**src/hdl/uart_link_pkg.sv**
```systemverilog
// UART link definitions: default bit timing, data width and byte type
package uart_link_pkg;

  // ==========================================================
  // Bit timing
  // ==========================================================
  // 25 MHz core clock at roughly 921600 baud
  parameter int CLKS_PER_BIT_DEFAULT = 27;

  // ==========================================================
  // Frame format
  // ==========================================================
  parameter int DATA_BITS = 8;           // 8N1, no parity

  // One byte on the serial line
  typedef logic [DATA_BITS-1:0] byte_t;

endpackage

```
**src/hdl/sensor_cmd_pkg.sv**
```systemverilog
// Sensor command opcodes, controller states, command and report word types
package sensor_cmd_pkg;

  // ==========================================================
  // PC link opcodes (ASCII)
  // ==========================================================
  typedef enum logic [7:0] {
    CMD_MPR_DATA   = 8'h4D,  // 'M' MPR sample report
    CMD_MPR_READ   = 8'h6D,  // 'm' MPR register read
    CMD_ADS_DATA   = 8'h41,  // 'A' ADS sample report
    CMD_ADS_READ   = 8'h61,  // 'a' ADS register read
    CMD_RUN        = 8'h52,  // 'R'
    CMD_STOP       = 8'h53,  // 'S'
    CMD_ADS_FINISH = 8'h46,  // 'F'
    CMD_MPR_FINISH = 8'h66   // 'f'
  } cmd_e;

  // Controller FSM
  typedef enum logic [2:0] {
    ST_IDLE,     // Waiting for RX byte or report word
    ST_RX_ADDR,  // Second byte of a register read
    ST_TX_INIT,  // Header decode
    ST_TX_SEND,  // Hand one byte to the TX engine
    ST_TX_WAIT   // Wait for TX done
  } ctrl_state_e;

  // Bytes sent per report header
  parameter int REPORT_LONG_BYTES  = 5;  // 'A'
  parameter int REPORT_SHORT_BYTES = 3;  // 'M', 'm', 'a'

  // Command word to the core, opcode on top
  typedef struct packed {
    cmd_e                 opcode;
    uart_link_pkg::byte_t addr;    // Zero for single-byte commands
  } cmd_word_t;

  // Report word from the core, sent MSB byte first
  typedef struct packed {
    uart_link_pkg::byte_t header;
    logic [31:0]          payload;
  } report_word_t;

endpackage

```
**src/hdl/uart_phy_if.sv**
```systemverilog
// Byte-level bus between the command controller and the UART engines
`timescale 1ns/1ps

interface uart_phy_if;

  // Transmit direction
  logic                 tx_dv;    // One-cycle start strobe
  uart_link_pkg::byte_t tx_byte;
  logic                 tx_done;  // Pulse after stop bit

  // Receive direction
  logic                 rx_dv;    // One-cycle byte strobe
  uart_link_pkg::byte_t rx_byte;  // Valid with rx_dv

  modport ctrl (
    output tx_dv,
    output tx_byte,
    input  tx_done,
    input  rx_dv,
    input  rx_byte
  );

  modport tx (input tx_dv, input tx_byte, output tx_done);

  modport rx (output rx_dv, output rx_byte);

endinterface

```
**src/hdl/uart_tx.sv**
```systemverilog
// UART transmit engine, 8N1 serializer with one-cycle done pulse
`timescale 1ns/1ps

module uart_tx #(
  parameter int CLKS_PER_BIT = uart_link_pkg::CLKS_PER_BIT_DEFAULT
) (
  input  logic   i_CLK,
  input  logic   i_RST,
  uart_phy_if.tx phy,
  output logic   o_txd
);

  localparam int CNT_W = $clog2(CLKS_PER_BIT + 1);
  localparam int IDX_W = $clog2(uart_link_pkg::DATA_BITS);
  localparam logic [CNT_W-1:0] BIT_LAST = CNT_W'(CLKS_PER_BIT - 1);
  localparam logic [IDX_W-1:0] IDX_LAST = IDX_W'(uart_link_pkg::DATA_BITS - 1);

  typedef enum logic [1:0] {TX_IDLE, TX_START, TX_DATA, TX_STOP} tx_state_e;

  tx_state_e            r_state;
  logic [CNT_W-1:0]     r_clk_cnt;  // Clocks within current bit
  logic [IDX_W-1:0]     r_bit_idx;  // Data bit being sent
  uart_link_pkg::byte_t r_data;     // Shifts right, bit 0 is next out

  // ==========================================================
  // Bit sequencer
  // ==========================================================
  always_ff @(posedge i_CLK or posedge i_RST) begin
    if (i_RST) begin
      r_state     <= TX_IDLE;
      r_clk_cnt   <= '0;
      r_bit_idx   <= '0;
      o_txd       <= 1'b1;  // Line idles high
      phy.tx_done <= 1'b0;
    end else begin
      phy.tx_done <= 1'b0;
      case (r_state)
        TX_IDLE: begin
          o_txd     <= 1'b1;
          r_clk_cnt <= '0;
          r_bit_idx <= '0;
          if (phy.tx_dv) begin
            o_txd   <= 1'b0;  // Start bit
            r_state <= TX_START;
          end
        end
        TX_START: begin
          if (r_clk_cnt == BIT_LAST) begin
            r_clk_cnt <= '0;
            o_txd     <= r_data[0];  // LSB first
            r_state   <= TX_DATA;
          end else begin
            r_clk_cnt <= r_clk_cnt + 1'b1;
          end
        end
        TX_DATA: begin
          if (r_clk_cnt == BIT_LAST) begin
            r_clk_cnt <= '0;
            if (r_bit_idx == IDX_LAST) begin
              o_txd   <= 1'b1;  // Stop bit
              r_state <= TX_STOP;
            end else begin
              r_bit_idx <= r_bit_idx + 1'b1;
              o_txd     <= r_data[1];  // r_data shifts on this edge
            end
          end else begin
            r_clk_cnt <= r_clk_cnt + 1'b1;
          end
        end
        TX_STOP: begin
          if (r_clk_cnt == BIT_LAST) begin
            phy.tx_done <= 1'b1;
            r_state     <= TX_IDLE;
          end else begin
            r_clk_cnt <= r_clk_cnt + 1'b1;
          end
        end
        default: r_state <= TX_IDLE;
      endcase
    end
  end

  // Data shifter
  always_ff @(posedge i_CLK) begin
    if (r_state == TX_IDLE && phy.tx_dv) begin
      r_data <= phy.tx_byte;
    end else if (r_state == TX_DATA && r_clk_cnt == BIT_LAST) begin
      r_data <= r_data >> 1;
    end
  end

endmodule

```
**src/hdl/uart_rx.sv**
```systemverilog
// UART receive engine, 8N1 deserializer with mid-bit sampling
`timescale 1ns/1ps

module uart_rx #(
  parameter int CLKS_PER_BIT = uart_link_pkg::CLKS_PER_BIT_DEFAULT
) (
  input  logic   i_CLK,
  input  logic   i_RST,
  input  logic   i_rxd,
  uart_phy_if.rx phy
);

  localparam int CNT_W = $clog2(CLKS_PER_BIT + 1);
  localparam int IDX_W = $clog2(uart_link_pkg::DATA_BITS);
  localparam logic [CNT_W-1:0] BIT_LAST = CNT_W'(CLKS_PER_BIT - 1);
  localparam logic [CNT_W-1:0] BIT_HALF = CNT_W'((CLKS_PER_BIT - 1) / 2);
  localparam logic [IDX_W-1:0] IDX_LAST = IDX_W'(uart_link_pkg::DATA_BITS - 1);

  typedef enum logic [1:0] {RX_IDLE, RX_START, RX_DATA, RX_STOP} rx_state_e;

  rx_state_e            r_state;
  logic                 r_rxd_meta;  // First sync stage
  logic                 r_rxd_sync;  // Safe to use
  logic [CNT_W-1:0]     r_clk_cnt;
  logic [IDX_W-1:0]     r_bit_idx;
  uart_link_pkg::byte_t r_data;      // Fills from the top, LSB first

  // ==========================================================
  // Input synchronizer
  // ==========================================================
  always_ff @(posedge i_CLK or posedge i_RST) begin
    if (i_RST) begin
      r_rxd_meta <= 1'b1;
      r_rxd_sync <= 1'b1;
    end else begin
      r_rxd_meta <= i_rxd;
      r_rxd_sync <= r_rxd_meta;
    end
  end

  // ==========================================================
  // Frame FSM
  // ==========================================================
  always_ff @(posedge i_CLK or posedge i_RST) begin
    if (i_RST) begin
      r_state   <= RX_IDLE;
      r_clk_cnt <= '0;
      r_bit_idx <= '0;
      phy.rx_dv <= 1'b0;
    end else begin
      phy.rx_dv <= 1'b0;
      case (r_state)
        RX_IDLE: begin
          r_clk_cnt <= '0;
          r_bit_idx <= '0;
          if (!r_rxd_sync) r_state <= RX_START;  // Falling edge
        end
        RX_START: begin
          if (r_clk_cnt == BIT_HALF) begin
            r_clk_cnt <= '0;  // Realign to mid-bit
            // Glitch shorter than half a bit goes back to idle
            r_state   <= r_rxd_sync ? RX_IDLE : RX_DATA;
          end else begin
            r_clk_cnt <= r_clk_cnt + 1'b1;
          end
        end
        RX_DATA: begin
          if (r_clk_cnt == BIT_LAST) begin
            r_clk_cnt <= '0;
            if (r_bit_idx == IDX_LAST) r_state <= RX_STOP;
            else r_bit_idx <= r_bit_idx + 1'b1;
          end else begin
            r_clk_cnt <= r_clk_cnt + 1'b1;
          end
        end
        RX_STOP: begin
          // Middle of stop bit, level not checked
          if (r_clk_cnt == BIT_LAST) begin
            phy.rx_dv <= 1'b1;
            r_state   <= RX_IDLE;
          end else begin
            r_clk_cnt <= r_clk_cnt + 1'b1;
          end
        end
        default: r_state <= RX_IDLE;
      endcase
    end
  end

  // Sample at mid-bit
  always_ff @(posedge i_CLK) begin
    if (r_state == RX_DATA && r_clk_cnt == BIT_LAST) begin
      r_data <= {r_rxd_sync, r_data[uart_link_pkg::DATA_BITS-1:1]};
    end
  end

  assign phy.rx_byte = r_data;  // Stable while rx_dv is high

endmodule

```
**src/hdl/uart_controller.sv**
```systemverilog
// Command controller: RX command filter, read request assembly, report framing FSM
`timescale 1ns/1ps

module uart_controller (
  input  logic                        i_CLK,
  input  logic                        i_RST,
  // Report words from core
  input  sensor_cmd_pkg::report_word_t i_tx_data,
  input  logic                        i_tx_valid,
  output logic                        o_tx_ready,
  // Command words to core
  output sensor_cmd_pkg::cmd_word_t   o_rx_data,
  output logic                        o_rx_valid,
  input  logic                        i_core_busy,
  uart_phy_if.ctrl                    phy
);

  sensor_cmd_pkg::ctrl_state_e  r_state;
  sensor_cmd_pkg::report_word_t r_shift;       // Report, next byte on top
  logic [2:0]                   r_bytes_left;  // Bytes still to hand over

  sensor_cmd_pkg::cmd_e w_rx_op;
  logic                 w_is_stop;       // STOP or either FINISH
  logic                 w_is_read;       // Register read request
  logic                 w_accept_single; // Single-byte command goes out now
  logic                 w_accept_read;   // First byte of a read
  logic                 w_addr_done;     // Address byte of a read
  logic                 w_tx_take;       // Report word accepted
  logic                 w_tx_next;       // Byte finished on the line

  // ==========================================================
  // Receive decode
  // ==========================================================
  assign w_rx_op   = sensor_cmd_pkg::cmd_e'(phy.rx_byte);
  assign w_is_stop = (w_rx_op == sensor_cmd_pkg::CMD_STOP)       ||
                     (w_rx_op == sensor_cmd_pkg::CMD_ADS_FINISH) ||
                     (w_rx_op == sensor_cmd_pkg::CMD_MPR_FINISH);
  assign w_is_read = (w_rx_op == sensor_cmd_pkg::CMD_MPR_READ) ||
                     (w_rx_op == sensor_cmd_pkg::CMD_ADS_READ);

  // Busy core only hears stop/finish
  assign w_accept_single = (r_state == sensor_cmd_pkg::ST_IDLE) && phy.rx_dv &&
                           (i_core_busy ? w_is_stop
                                        : (w_rx_op == sensor_cmd_pkg::CMD_RUN));
  assign w_accept_read   = (r_state == sensor_cmd_pkg::ST_IDLE) && phy.rx_dv &&
                           !i_core_busy && w_is_read;
  assign w_addr_done     = (r_state == sensor_cmd_pkg::ST_RX_ADDR) && phy.rx_dv;

  // RX byte wins over a report word in the same cycle
  assign w_tx_take = (r_state == sensor_cmd_pkg::ST_IDLE) && !phy.rx_dv &&
                     i_tx_valid && o_tx_ready;
  assign w_tx_next = (r_state == sensor_cmd_pkg::ST_TX_WAIT) && phy.tx_done;

  // ==========================================================
  // Control FSM
  // ==========================================================
  always_ff @(posedge i_CLK or posedge i_RST) begin
    if (i_RST) begin
      r_state      <= sensor_cmd_pkg::ST_IDLE;
      r_bytes_left <= '0;
      o_tx_ready   <= 1'b0;
      o_rx_valid   <= 1'b0;
      phy.tx_dv    <= 1'b0;
    end else begin
      o_rx_valid <= 1'b0;  // Pulses only
      phy.tx_dv  <= 1'b0;
      case (r_state)
        sensor_cmd_pkg::ST_IDLE: begin
          o_tx_ready <= 1'b1;
          if (w_accept_single) begin
            o_rx_valid <= 1'b1;
          end else if (w_accept_read) begin
            o_tx_ready <= 1'b0;  // Hold off reports until address arrives
            r_state    <= sensor_cmd_pkg::ST_RX_ADDR;
          end else if (w_tx_take) begin
            o_tx_ready <= 1'b0;
            r_state    <= sensor_cmd_pkg::ST_TX_INIT;
          end
        end
        sensor_cmd_pkg::ST_RX_ADDR: begin
          if (w_addr_done) begin
            o_rx_valid <= 1'b1;
            r_state    <= sensor_cmd_pkg::ST_IDLE;
          end
        end
        sensor_cmd_pkg::ST_TX_INIT: begin
          case (r_shift.header)
            sensor_cmd_pkg::CMD_ADS_DATA: begin
              r_bytes_left <= 3'(sensor_cmd_pkg::REPORT_LONG_BYTES);
              r_state      <= sensor_cmd_pkg::ST_TX_SEND;
            end
            sensor_cmd_pkg::CMD_MPR_DATA,
            sensor_cmd_pkg::CMD_MPR_READ,
            sensor_cmd_pkg::CMD_ADS_READ: begin
              r_bytes_left <= 3'(sensor_cmd_pkg::REPORT_SHORT_BYTES);
              r_state      <= sensor_cmd_pkg::ST_TX_SEND;
            end
            default: r_state <= sensor_cmd_pkg::ST_IDLE;  // Unknown header dropped
          endcase
        end
        sensor_cmd_pkg::ST_TX_SEND: begin
          phy.tx_dv    <= 1'b1;
          r_bytes_left <= r_bytes_left - 1'b1;
          r_state      <= sensor_cmd_pkg::ST_TX_WAIT;
        end
        sensor_cmd_pkg::ST_TX_WAIT: begin
          if (w_tx_next) begin
            r_state <= (r_bytes_left == '0) ? sensor_cmd_pkg::ST_IDLE
                                            : sensor_cmd_pkg::ST_TX_SEND;
          end
        end
        default: r_state <= sensor_cmd_pkg::ST_IDLE;
      endcase
    end
  end

  // ==========================================================
  // Datapath
  // ==========================================================
  always_ff @(posedge i_CLK) begin
    // Command word assembly
    if (w_accept_single || w_accept_read) o_rx_data.opcode <= w_rx_op;
    if (w_accept_single) o_rx_data.addr <= '0;
    else if (w_addr_done) o_rx_data.addr <= phy.rx_byte;

    // Report shifter, MSB byte first
    if (w_tx_take) begin
      r_shift <= i_tx_data;
    end else if (w_tx_next) begin
      r_shift <= {r_shift[$bits(r_shift)-9:0], 8'h00};
    end

    if (r_state == sensor_cmd_pkg::ST_TX_SEND) phy.tx_byte <= r_shift.header;
  end

endmodule

```
**src/hdl/sensor_session_regs.sv**
```systemverilog
// Session registers: core busy flag and last register-read target
`timescale 1ns/1ps

module sensor_session_regs (
  input  logic                      i_CLK,
  input  logic                      i_RST,
  input  sensor_cmd_pkg::cmd_word_t i_cmd,
  input  logic                      i_cmd_valid,
  output logic                      o_core_busy,
  output sensor_cmd_pkg::cmd_e      o_reg_dev,   // 'm' or 'a'
  output uart_link_pkg::byte_t      o_reg_addr
);

  logic w_is_read;  // Read request delivered this cycle

  assign w_is_read = i_cmd_valid &&
                     ((i_cmd.opcode == sensor_cmd_pkg::CMD_MPR_READ) ||
                      (i_cmd.opcode == sensor_cmd_pkg::CMD_ADS_READ));

  // ==========================================================
  // Run state and read device
  // ==========================================================
  always_ff @(posedge i_CLK or posedge i_RST) begin
    if (i_RST) begin
      o_core_busy <= 1'b0;
      o_reg_dev   <= sensor_cmd_pkg::cmd_e'(8'h00);  // No device yet
    end else if (i_cmd_valid) begin
      case (i_cmd.opcode)
        sensor_cmd_pkg::CMD_RUN: o_core_busy <= 1'b1;
        sensor_cmd_pkg::CMD_STOP,
        sensor_cmd_pkg::CMD_ADS_FINISH,
        sensor_cmd_pkg::CMD_MPR_FINISH: o_core_busy <= 1'b0;
        sensor_cmd_pkg::CMD_MPR_READ,
        sensor_cmd_pkg::CMD_ADS_READ: o_reg_dev <= i_cmd.opcode;
        default: ;  // Other opcodes never reach here
      endcase
    end
  end

  // Register address of last read
  always_ff @(posedge i_CLK) begin
    if (w_is_read) o_reg_addr <= i_cmd.addr;
  end

endmodule

```
**src/hdl/uart_sensor_top.sv**
```systemverilog
// Top level of the PC command link: UART engines, controller, session registers
`timescale 1ns/1ps

module uart_sensor_top #(
  parameter int CLKS_PER_BIT = uart_link_pkg::CLKS_PER_BIT_DEFAULT
) (
  input  logic        i_CLK,
  input  logic        i_RST,
  // Serial pins
  input  logic        i_uart_rxd,
  output logic        o_uart_txd,
  // Report words from core
  input  logic [39:0] i_tx_data,
  input  logic        i_tx_valid,
  output logic        o_tx_ready,
  // Command words to core
  output logic [15:0] o_rx_data,
  output logic        o_rx_valid,
  // Session state
  output logic        o_core_busy,
  output logic [7:0]  o_reg_dev,
  output logic [7:0]  o_reg_addr
);

  uart_phy_if phy_bus ();  // Controller <-> engines

  // ==========================================================
  // UART engines
  // ==========================================================
  uart_tx #(.CLKS_PER_BIT(CLKS_PER_BIT)) u_uart_tx (
    .i_CLK (i_CLK),
    .i_RST (i_RST),
    .phy   (phy_bus.tx),
    .o_txd (o_uart_txd)
  );

  uart_rx #(.CLKS_PER_BIT(CLKS_PER_BIT)) u_uart_rx (
    .i_CLK (i_CLK),
    .i_RST (i_RST),
    .i_rxd (i_uart_rxd),
    .phy   (phy_bus.rx)
  );

  // ==========================================================
  // Command handling
  // ==========================================================
  uart_controller u_uart_controller (
    .i_CLK       (i_CLK),
    .i_RST       (i_RST),
    .i_tx_data   (i_tx_data),
    .i_tx_valid  (i_tx_valid),
    .o_tx_ready  (o_tx_ready),
    .o_rx_data   (o_rx_data),
    .o_rx_valid  (o_rx_valid),
    .i_core_busy (o_core_busy),   // Filter steered by session state
    .phy         (phy_bus.ctrl)
  );

  sensor_session_regs u_sensor_session_regs (
    .i_CLK       (i_CLK),
    .i_RST       (i_RST),
    .i_cmd       (o_rx_data),
    .i_cmd_valid (o_rx_valid),
    .o_core_busy (o_core_busy),
    .o_reg_dev   (o_reg_dev),
    .o_reg_addr  (o_reg_addr)
  );

endmodule

```
**config.mk**
```make
export PLATFORM = sky130hd
export DESIGN_NAME = uart_sensor_top
export DESIGN_NICKNAME = d
export VERILOG_FILES = /design/src/hdl/uart_link_pkg.sv /design/src/hdl/sensor_cmd_pkg.sv /design/src/hdl/uart_phy_if.sv /design/src/hdl/uart_tx.sv /design/src/hdl/uart_rx.sv /design/src/hdl/uart_controller.sv /design/src/hdl/sensor_session_regs.sv /design/src/hdl/uart_sensor_top.sv
export SDC_FILE = /design/constraint.sdc
export NUM_CORES = 1
export LEC_CHECK = 0
export ABC_AREA = 1
export BUFFER_PORTS_ARGS = -buffer_cell sky130_fd_sc_hd__buf_2
export CAP_MARGIN = 10
export CELL_PAD_IN_SITES_DETAIL_PLACEMENT = 0
export CELL_PAD_IN_SITES_GLOBAL_PLACEMENT = 1
export CORE_MARGIN = 2
export CORE_UTILIZATION = 48
export DETAILED_ROUTE_END_ITERATION = 10
export PLACE_DENSITY_LB_ADDON = 0.1
export SETUP_SLACK_MARGIN = 0.5
export SLEW_MARGIN = 20
export SYNTH_ARGS = -nofsm -noshare
export SYNTH_HDL_FRONTEND = slang
export SYNTH_SLANG_ARGS = --single-unit
```
**constraint.sdc**
```tcl
create_clock -name i_CLK -period 3.58 [get_ports i_CLK]
set_input_delay 0.537 -clock i_CLK [delete_from_list [all_inputs] [get_ports i_CLK]]
set_output_delay 0.537 -clock i_CLK [all_outputs]
set_load 0.005 [all_outputs]
```
==> impl_metrics.py <==
metrics = {
    "detailed_routing": {
        "dr.pass1.iters": 4,
        "route.layer.met1.wl_um": 4890,
        "final_antenna_net_count": 0,
        "wire_per_inst_um": 12.5,
        "wl_met3_um": 418,
        "drt_wl_total_um": 10400,
        "num_vias": 3952,
        "route.top_layer_used": "met4",
        "drc_errors": 0,
        "dr_wl_met2_um": 4950,
        "drt-initial-drc-count": 209,
        "via_per_inst": 4.73,
    },
    "floorplanning": {
        "die_w_um": 114,
        "dieHeight_um": 114,
        "io-pin-count": 80,
        "row_count": 40,
        "core_area_sq_um": 11900,
        "dieArea_sq_um": 12900,
        "initial_utilization_pct": 48.7,
    },
    "cts": {
        "post_cts_resized": 0,
        "path_clk_slew_ns": 0.05,
        "post_cts_buffers": 0,
        "cts_max_level": 4,
        "ctsHoldBuffers": 0,
        "cts_sinks": 131,
        "clockRootBuffer": "clkbuf_16",
        "clk_latency_ns": 0.41,
        "tritoncts": "done",
        "numCtsBuffers": 17,
        "cts_buffer_depth": 2,
    },
    "final_layout": {
        "fin_nets": 737,
        "antennaDiodeCount": 0,
        "nFillCells": 999,
        "drive_gt1_share_pct": 19.3,
        "area_growth_pct": 19.8,
    },
    "timing": {
        "setup_violations": 0,
        "rsz0062_at_grt": "no",
        "worstMarginPinSlew_ns": 0.920,
        "setup_ws_ns": 1.27,
        "fin_skew_ns": 0.00385,
        "drv_slew": 0,
        "fmax_mhz": 433,
        "setup_tns_ns": 0,
        "fin_crit_ns": 2.31,
        "post-route-period-util_pct": 64.5,
        "hold_viol": 0,
        "slew_headroom_pct": 38.5,
    },
    "power_and_ir_drop": {
        "p_int_mw": 2.89,
        "ir_drop_mv": 0.280,
        "comb_power_share_pct": 5.0,
        "clockPowerShare_pct": 49.4,
        "p_switching_mw": 0.763,
        "p_leak_nw": 3.37,
        "p_sw_share_pct": 20.9,
        "seq_power_share_pct": 45.5,
        "power_density_nw_per_um2": 527,
    },
    "logic_synthesis": {
        "syn-cell-area_sq_um": 5780,
        "netlist_top_cells_area": "edfxtp_1, dfrtp_1, nand2_1",
        "synth-seq-cells": 131,
        "syn_nets": 645,
        "yosys.area.top_type": "edfxtp_1",
        "synthCells": 584,
        "synthFlopType": "edfxtp_1",
        "yosys_warnings": 0,
        "synthDistinctLibCells": 33,
        "yosysTopAreaCellShare_pct": 41.6,
        "ys_seq_area_share_pct": 63.0,
        "async_flop_share_pct": 32.8,
        "synth-edff-count": 80,
        "syn_avg_cell_area_sq_um": 9.90,
    },
    "setup_path": {
        "worst_r2r_path_depth": 6,
        "crit_fanout": 40,
        "start_kind": "flip-flop",
        "worstPathRequired_ns": 3.62,
        "worst_setup_path_end_kind": "flip-flop",
        "critPathArrivalTime_ns": 2.34,
        "path_class": "flip-flop to flip-flop",
    },
    "grt": {
        "grt_pass1_wl_um": 17500,
        "grt_max_degree": 41,
        "grt_usage_pct": 17.6,
        "antenna_found_initial": 0,
        "grt-ovfl-total": 0,
        "grt_pass1_vias": 3877,
    },
    "run": {
        "cap_violations": 0,
    },
    "outcome": {
        "status": "completed",
    },
    "placed_design": {
        "hpwl_um": 7100,
        "finalWeightedCongestion": 0.816,
        "preCtsSetupSlack_ns": 1.21,
        "port-buffer-count": 79,
    },
    "hold_path": {
        "worst_hold_path_type": "input port to async pin",
    },
}
## cell type report
type	instances	area (sq um)	share of cell area [%]
sequential	131	3640	52.6
multi-input combinational	363	1760	25.4
clock buffer	21	460	6.65
timing repair buffer	82	418	6.03
inverter	81	304	4.39
tap	147	184	2.66
clock inverter	11	158	2.28
## per-layer routing
metal	vias to the layer above	global-route usage, %
li1	2051	-
met1	1805	22.4
met2	76	27.4
met3	20	5.58
met4	0	8.37
met5	-	0
## sequential cells by signal (all words and copies together), names as in the netlist, 2 cells and up, named ones only
signal,cells
u_uart_controller.r_shift,40
u_uart_controller.o_rx_data,16
u_sensor_session_regs.o_reg_addr,8
u_sensor_session_regs.o_reg_dev,8
u_uart_controller.phy.tx_byte,8
u_uart_rx.phy.rx_byte,8
u_uart_tx.r_data,8
u_uart_rx.r_clk_cnt,5
u_uart_tx.r_clk_cnt,5
u_uart_controller.r_bytes_left,3
u_uart_controller.r_state,3
u_uart_rx.r_bit_idx,3
u_uart_tx.r_bit_idx,3
u_uart_tx.r_state,2
## kinds of logic after synthesis
family / after synthesis / synth area share [%]
AOI/OAI and AO/OA: 41 / 3.70
xor gates and xnor gates: 5 / 0.758
adders and majority gates: 17 / 3.68
buffers and inverters: 90 / 6.60
DFF: 131 / 63.0
muxes: 7 / 1.36
and+or+nand+nor: 293 / 20.9
## worst paths after layout
check,startpoint,to,slack [ns]
min in group i_CLK,i_uart_rxd,u_uart_rx.r_rxd_meta,0.22
setup / recovery,u_uart_controller.r_state[0],u_uart_controller.r_shift[13],1.27
hold / removal,i_RST,u_sensor_session_regs.o_reg_dev[7],0.18
setup reg to reg,u_uart_controller.r_state[0],u_uart_controller.r_shift[13],1.27
max in group asynchronous,i_RST,u_uart_tx.o_txd,2.62
hold reg to reg,u_uart_rx.r_rxd_meta,u_uart_rx.r_rxd_sync,0.35
## power groups by stage
stage / clock network [mW] / logic (mW) / registers, mW
6_report: 1.80 / 0.184 / 1.66
5_1_grt: 1.90 / 0.218 / 1.66
4_1_cts: 1.84 / 0.189 / 1.66
3_5_place_dp: 0 / 0.190 / 1.69
3_3_place_gp: 0 / 0.188 / 1.69
2_1_floorplan: 0 / 0.146 / 1.67
## cell usage after synthesis, types with 2 or more instances
master / number
o21ai_1: 2
dfrtp_1: 40
nand3_1: 28
dfstp_2: 3
mux2_2: 7
nor2_1: 44
inv_1: 80
buf_6: 4
dfxtp_1: 8
buf_2: 2
nand4_1: 5
nor3_1: 4
edfxtp_1: 80
nand2_1: 201
ha_1: 17
or2_2: 3
buf_4: 3
a21oi_1: 7
o21ai_0: 29
xor2_1: 4
## critical path: stages, from the launching register on
cell and delay [ns]:
dfrtp_1 0.47, nor2_2 0.17, nand2_2 0.11, nor2_4 0.09, buf_4 0.32, inv_2 0.07
nand2_2 0.68
## layout by cell type, fill, tap and decap left out, types with 2 or more instances in the layout
| cell type | Yosys | routed |
|---|---|---|
| or2_2 | 3 | 3 |
| a21oi_1 | 7 | 7 |
| ha_1 | 17 | 17 |
| clkinv_2 | 0 | 6 |
| edfxtp_1 | 80 | 80 |
| o21ai_1 | 2 | 3 |
| o21ai_0 | 29 | 28 |
| nor3_1 | 4 | 4 |
| clkbuf_8 | 0 | 2 |
| nand2_1 | 201 | 200 |
| dfstp_2 | 3 | 3 |
| clkbuf_1 | 0 | 2 |
| dfrtp_1 | 40 | 40 |
| nand2_2 | 1 | 2 |
| buf_4 | 3 | 3 |
| buf_2 | 2 | 79 |
| xor2_1 | 4 | 4 |
| clkbuf_16 | 0 | 17 |
| inv_1 | 80 | 79 |
| dfxtp_1 | 8 | 8 |
| bufinv_16 | 0 | 4 |
| nand4_1 | 5 | 5 |
| nor2_1 | 44 | 44 |
| nand3_1 | 28 | 28 |
| mux2_2 | 7 | 7 |
## through the flow
stage               power, mW  hold WS, ns  instances  instance area [sq um]  utilization, %
floorplan                1.82        0.345        584                   5780               -
global placement         1.88        0.346        804                   6310            53.2
detailed placement       1.88        0.347        804                   6310            53.2
CTS                      3.69        0.189        836                   6930            58.4
global route             3.78        0.194        836                   6930            58.4
finish                   3.65        0.176        836                   6930            58.4
Power figures use the tool's default switching activity.
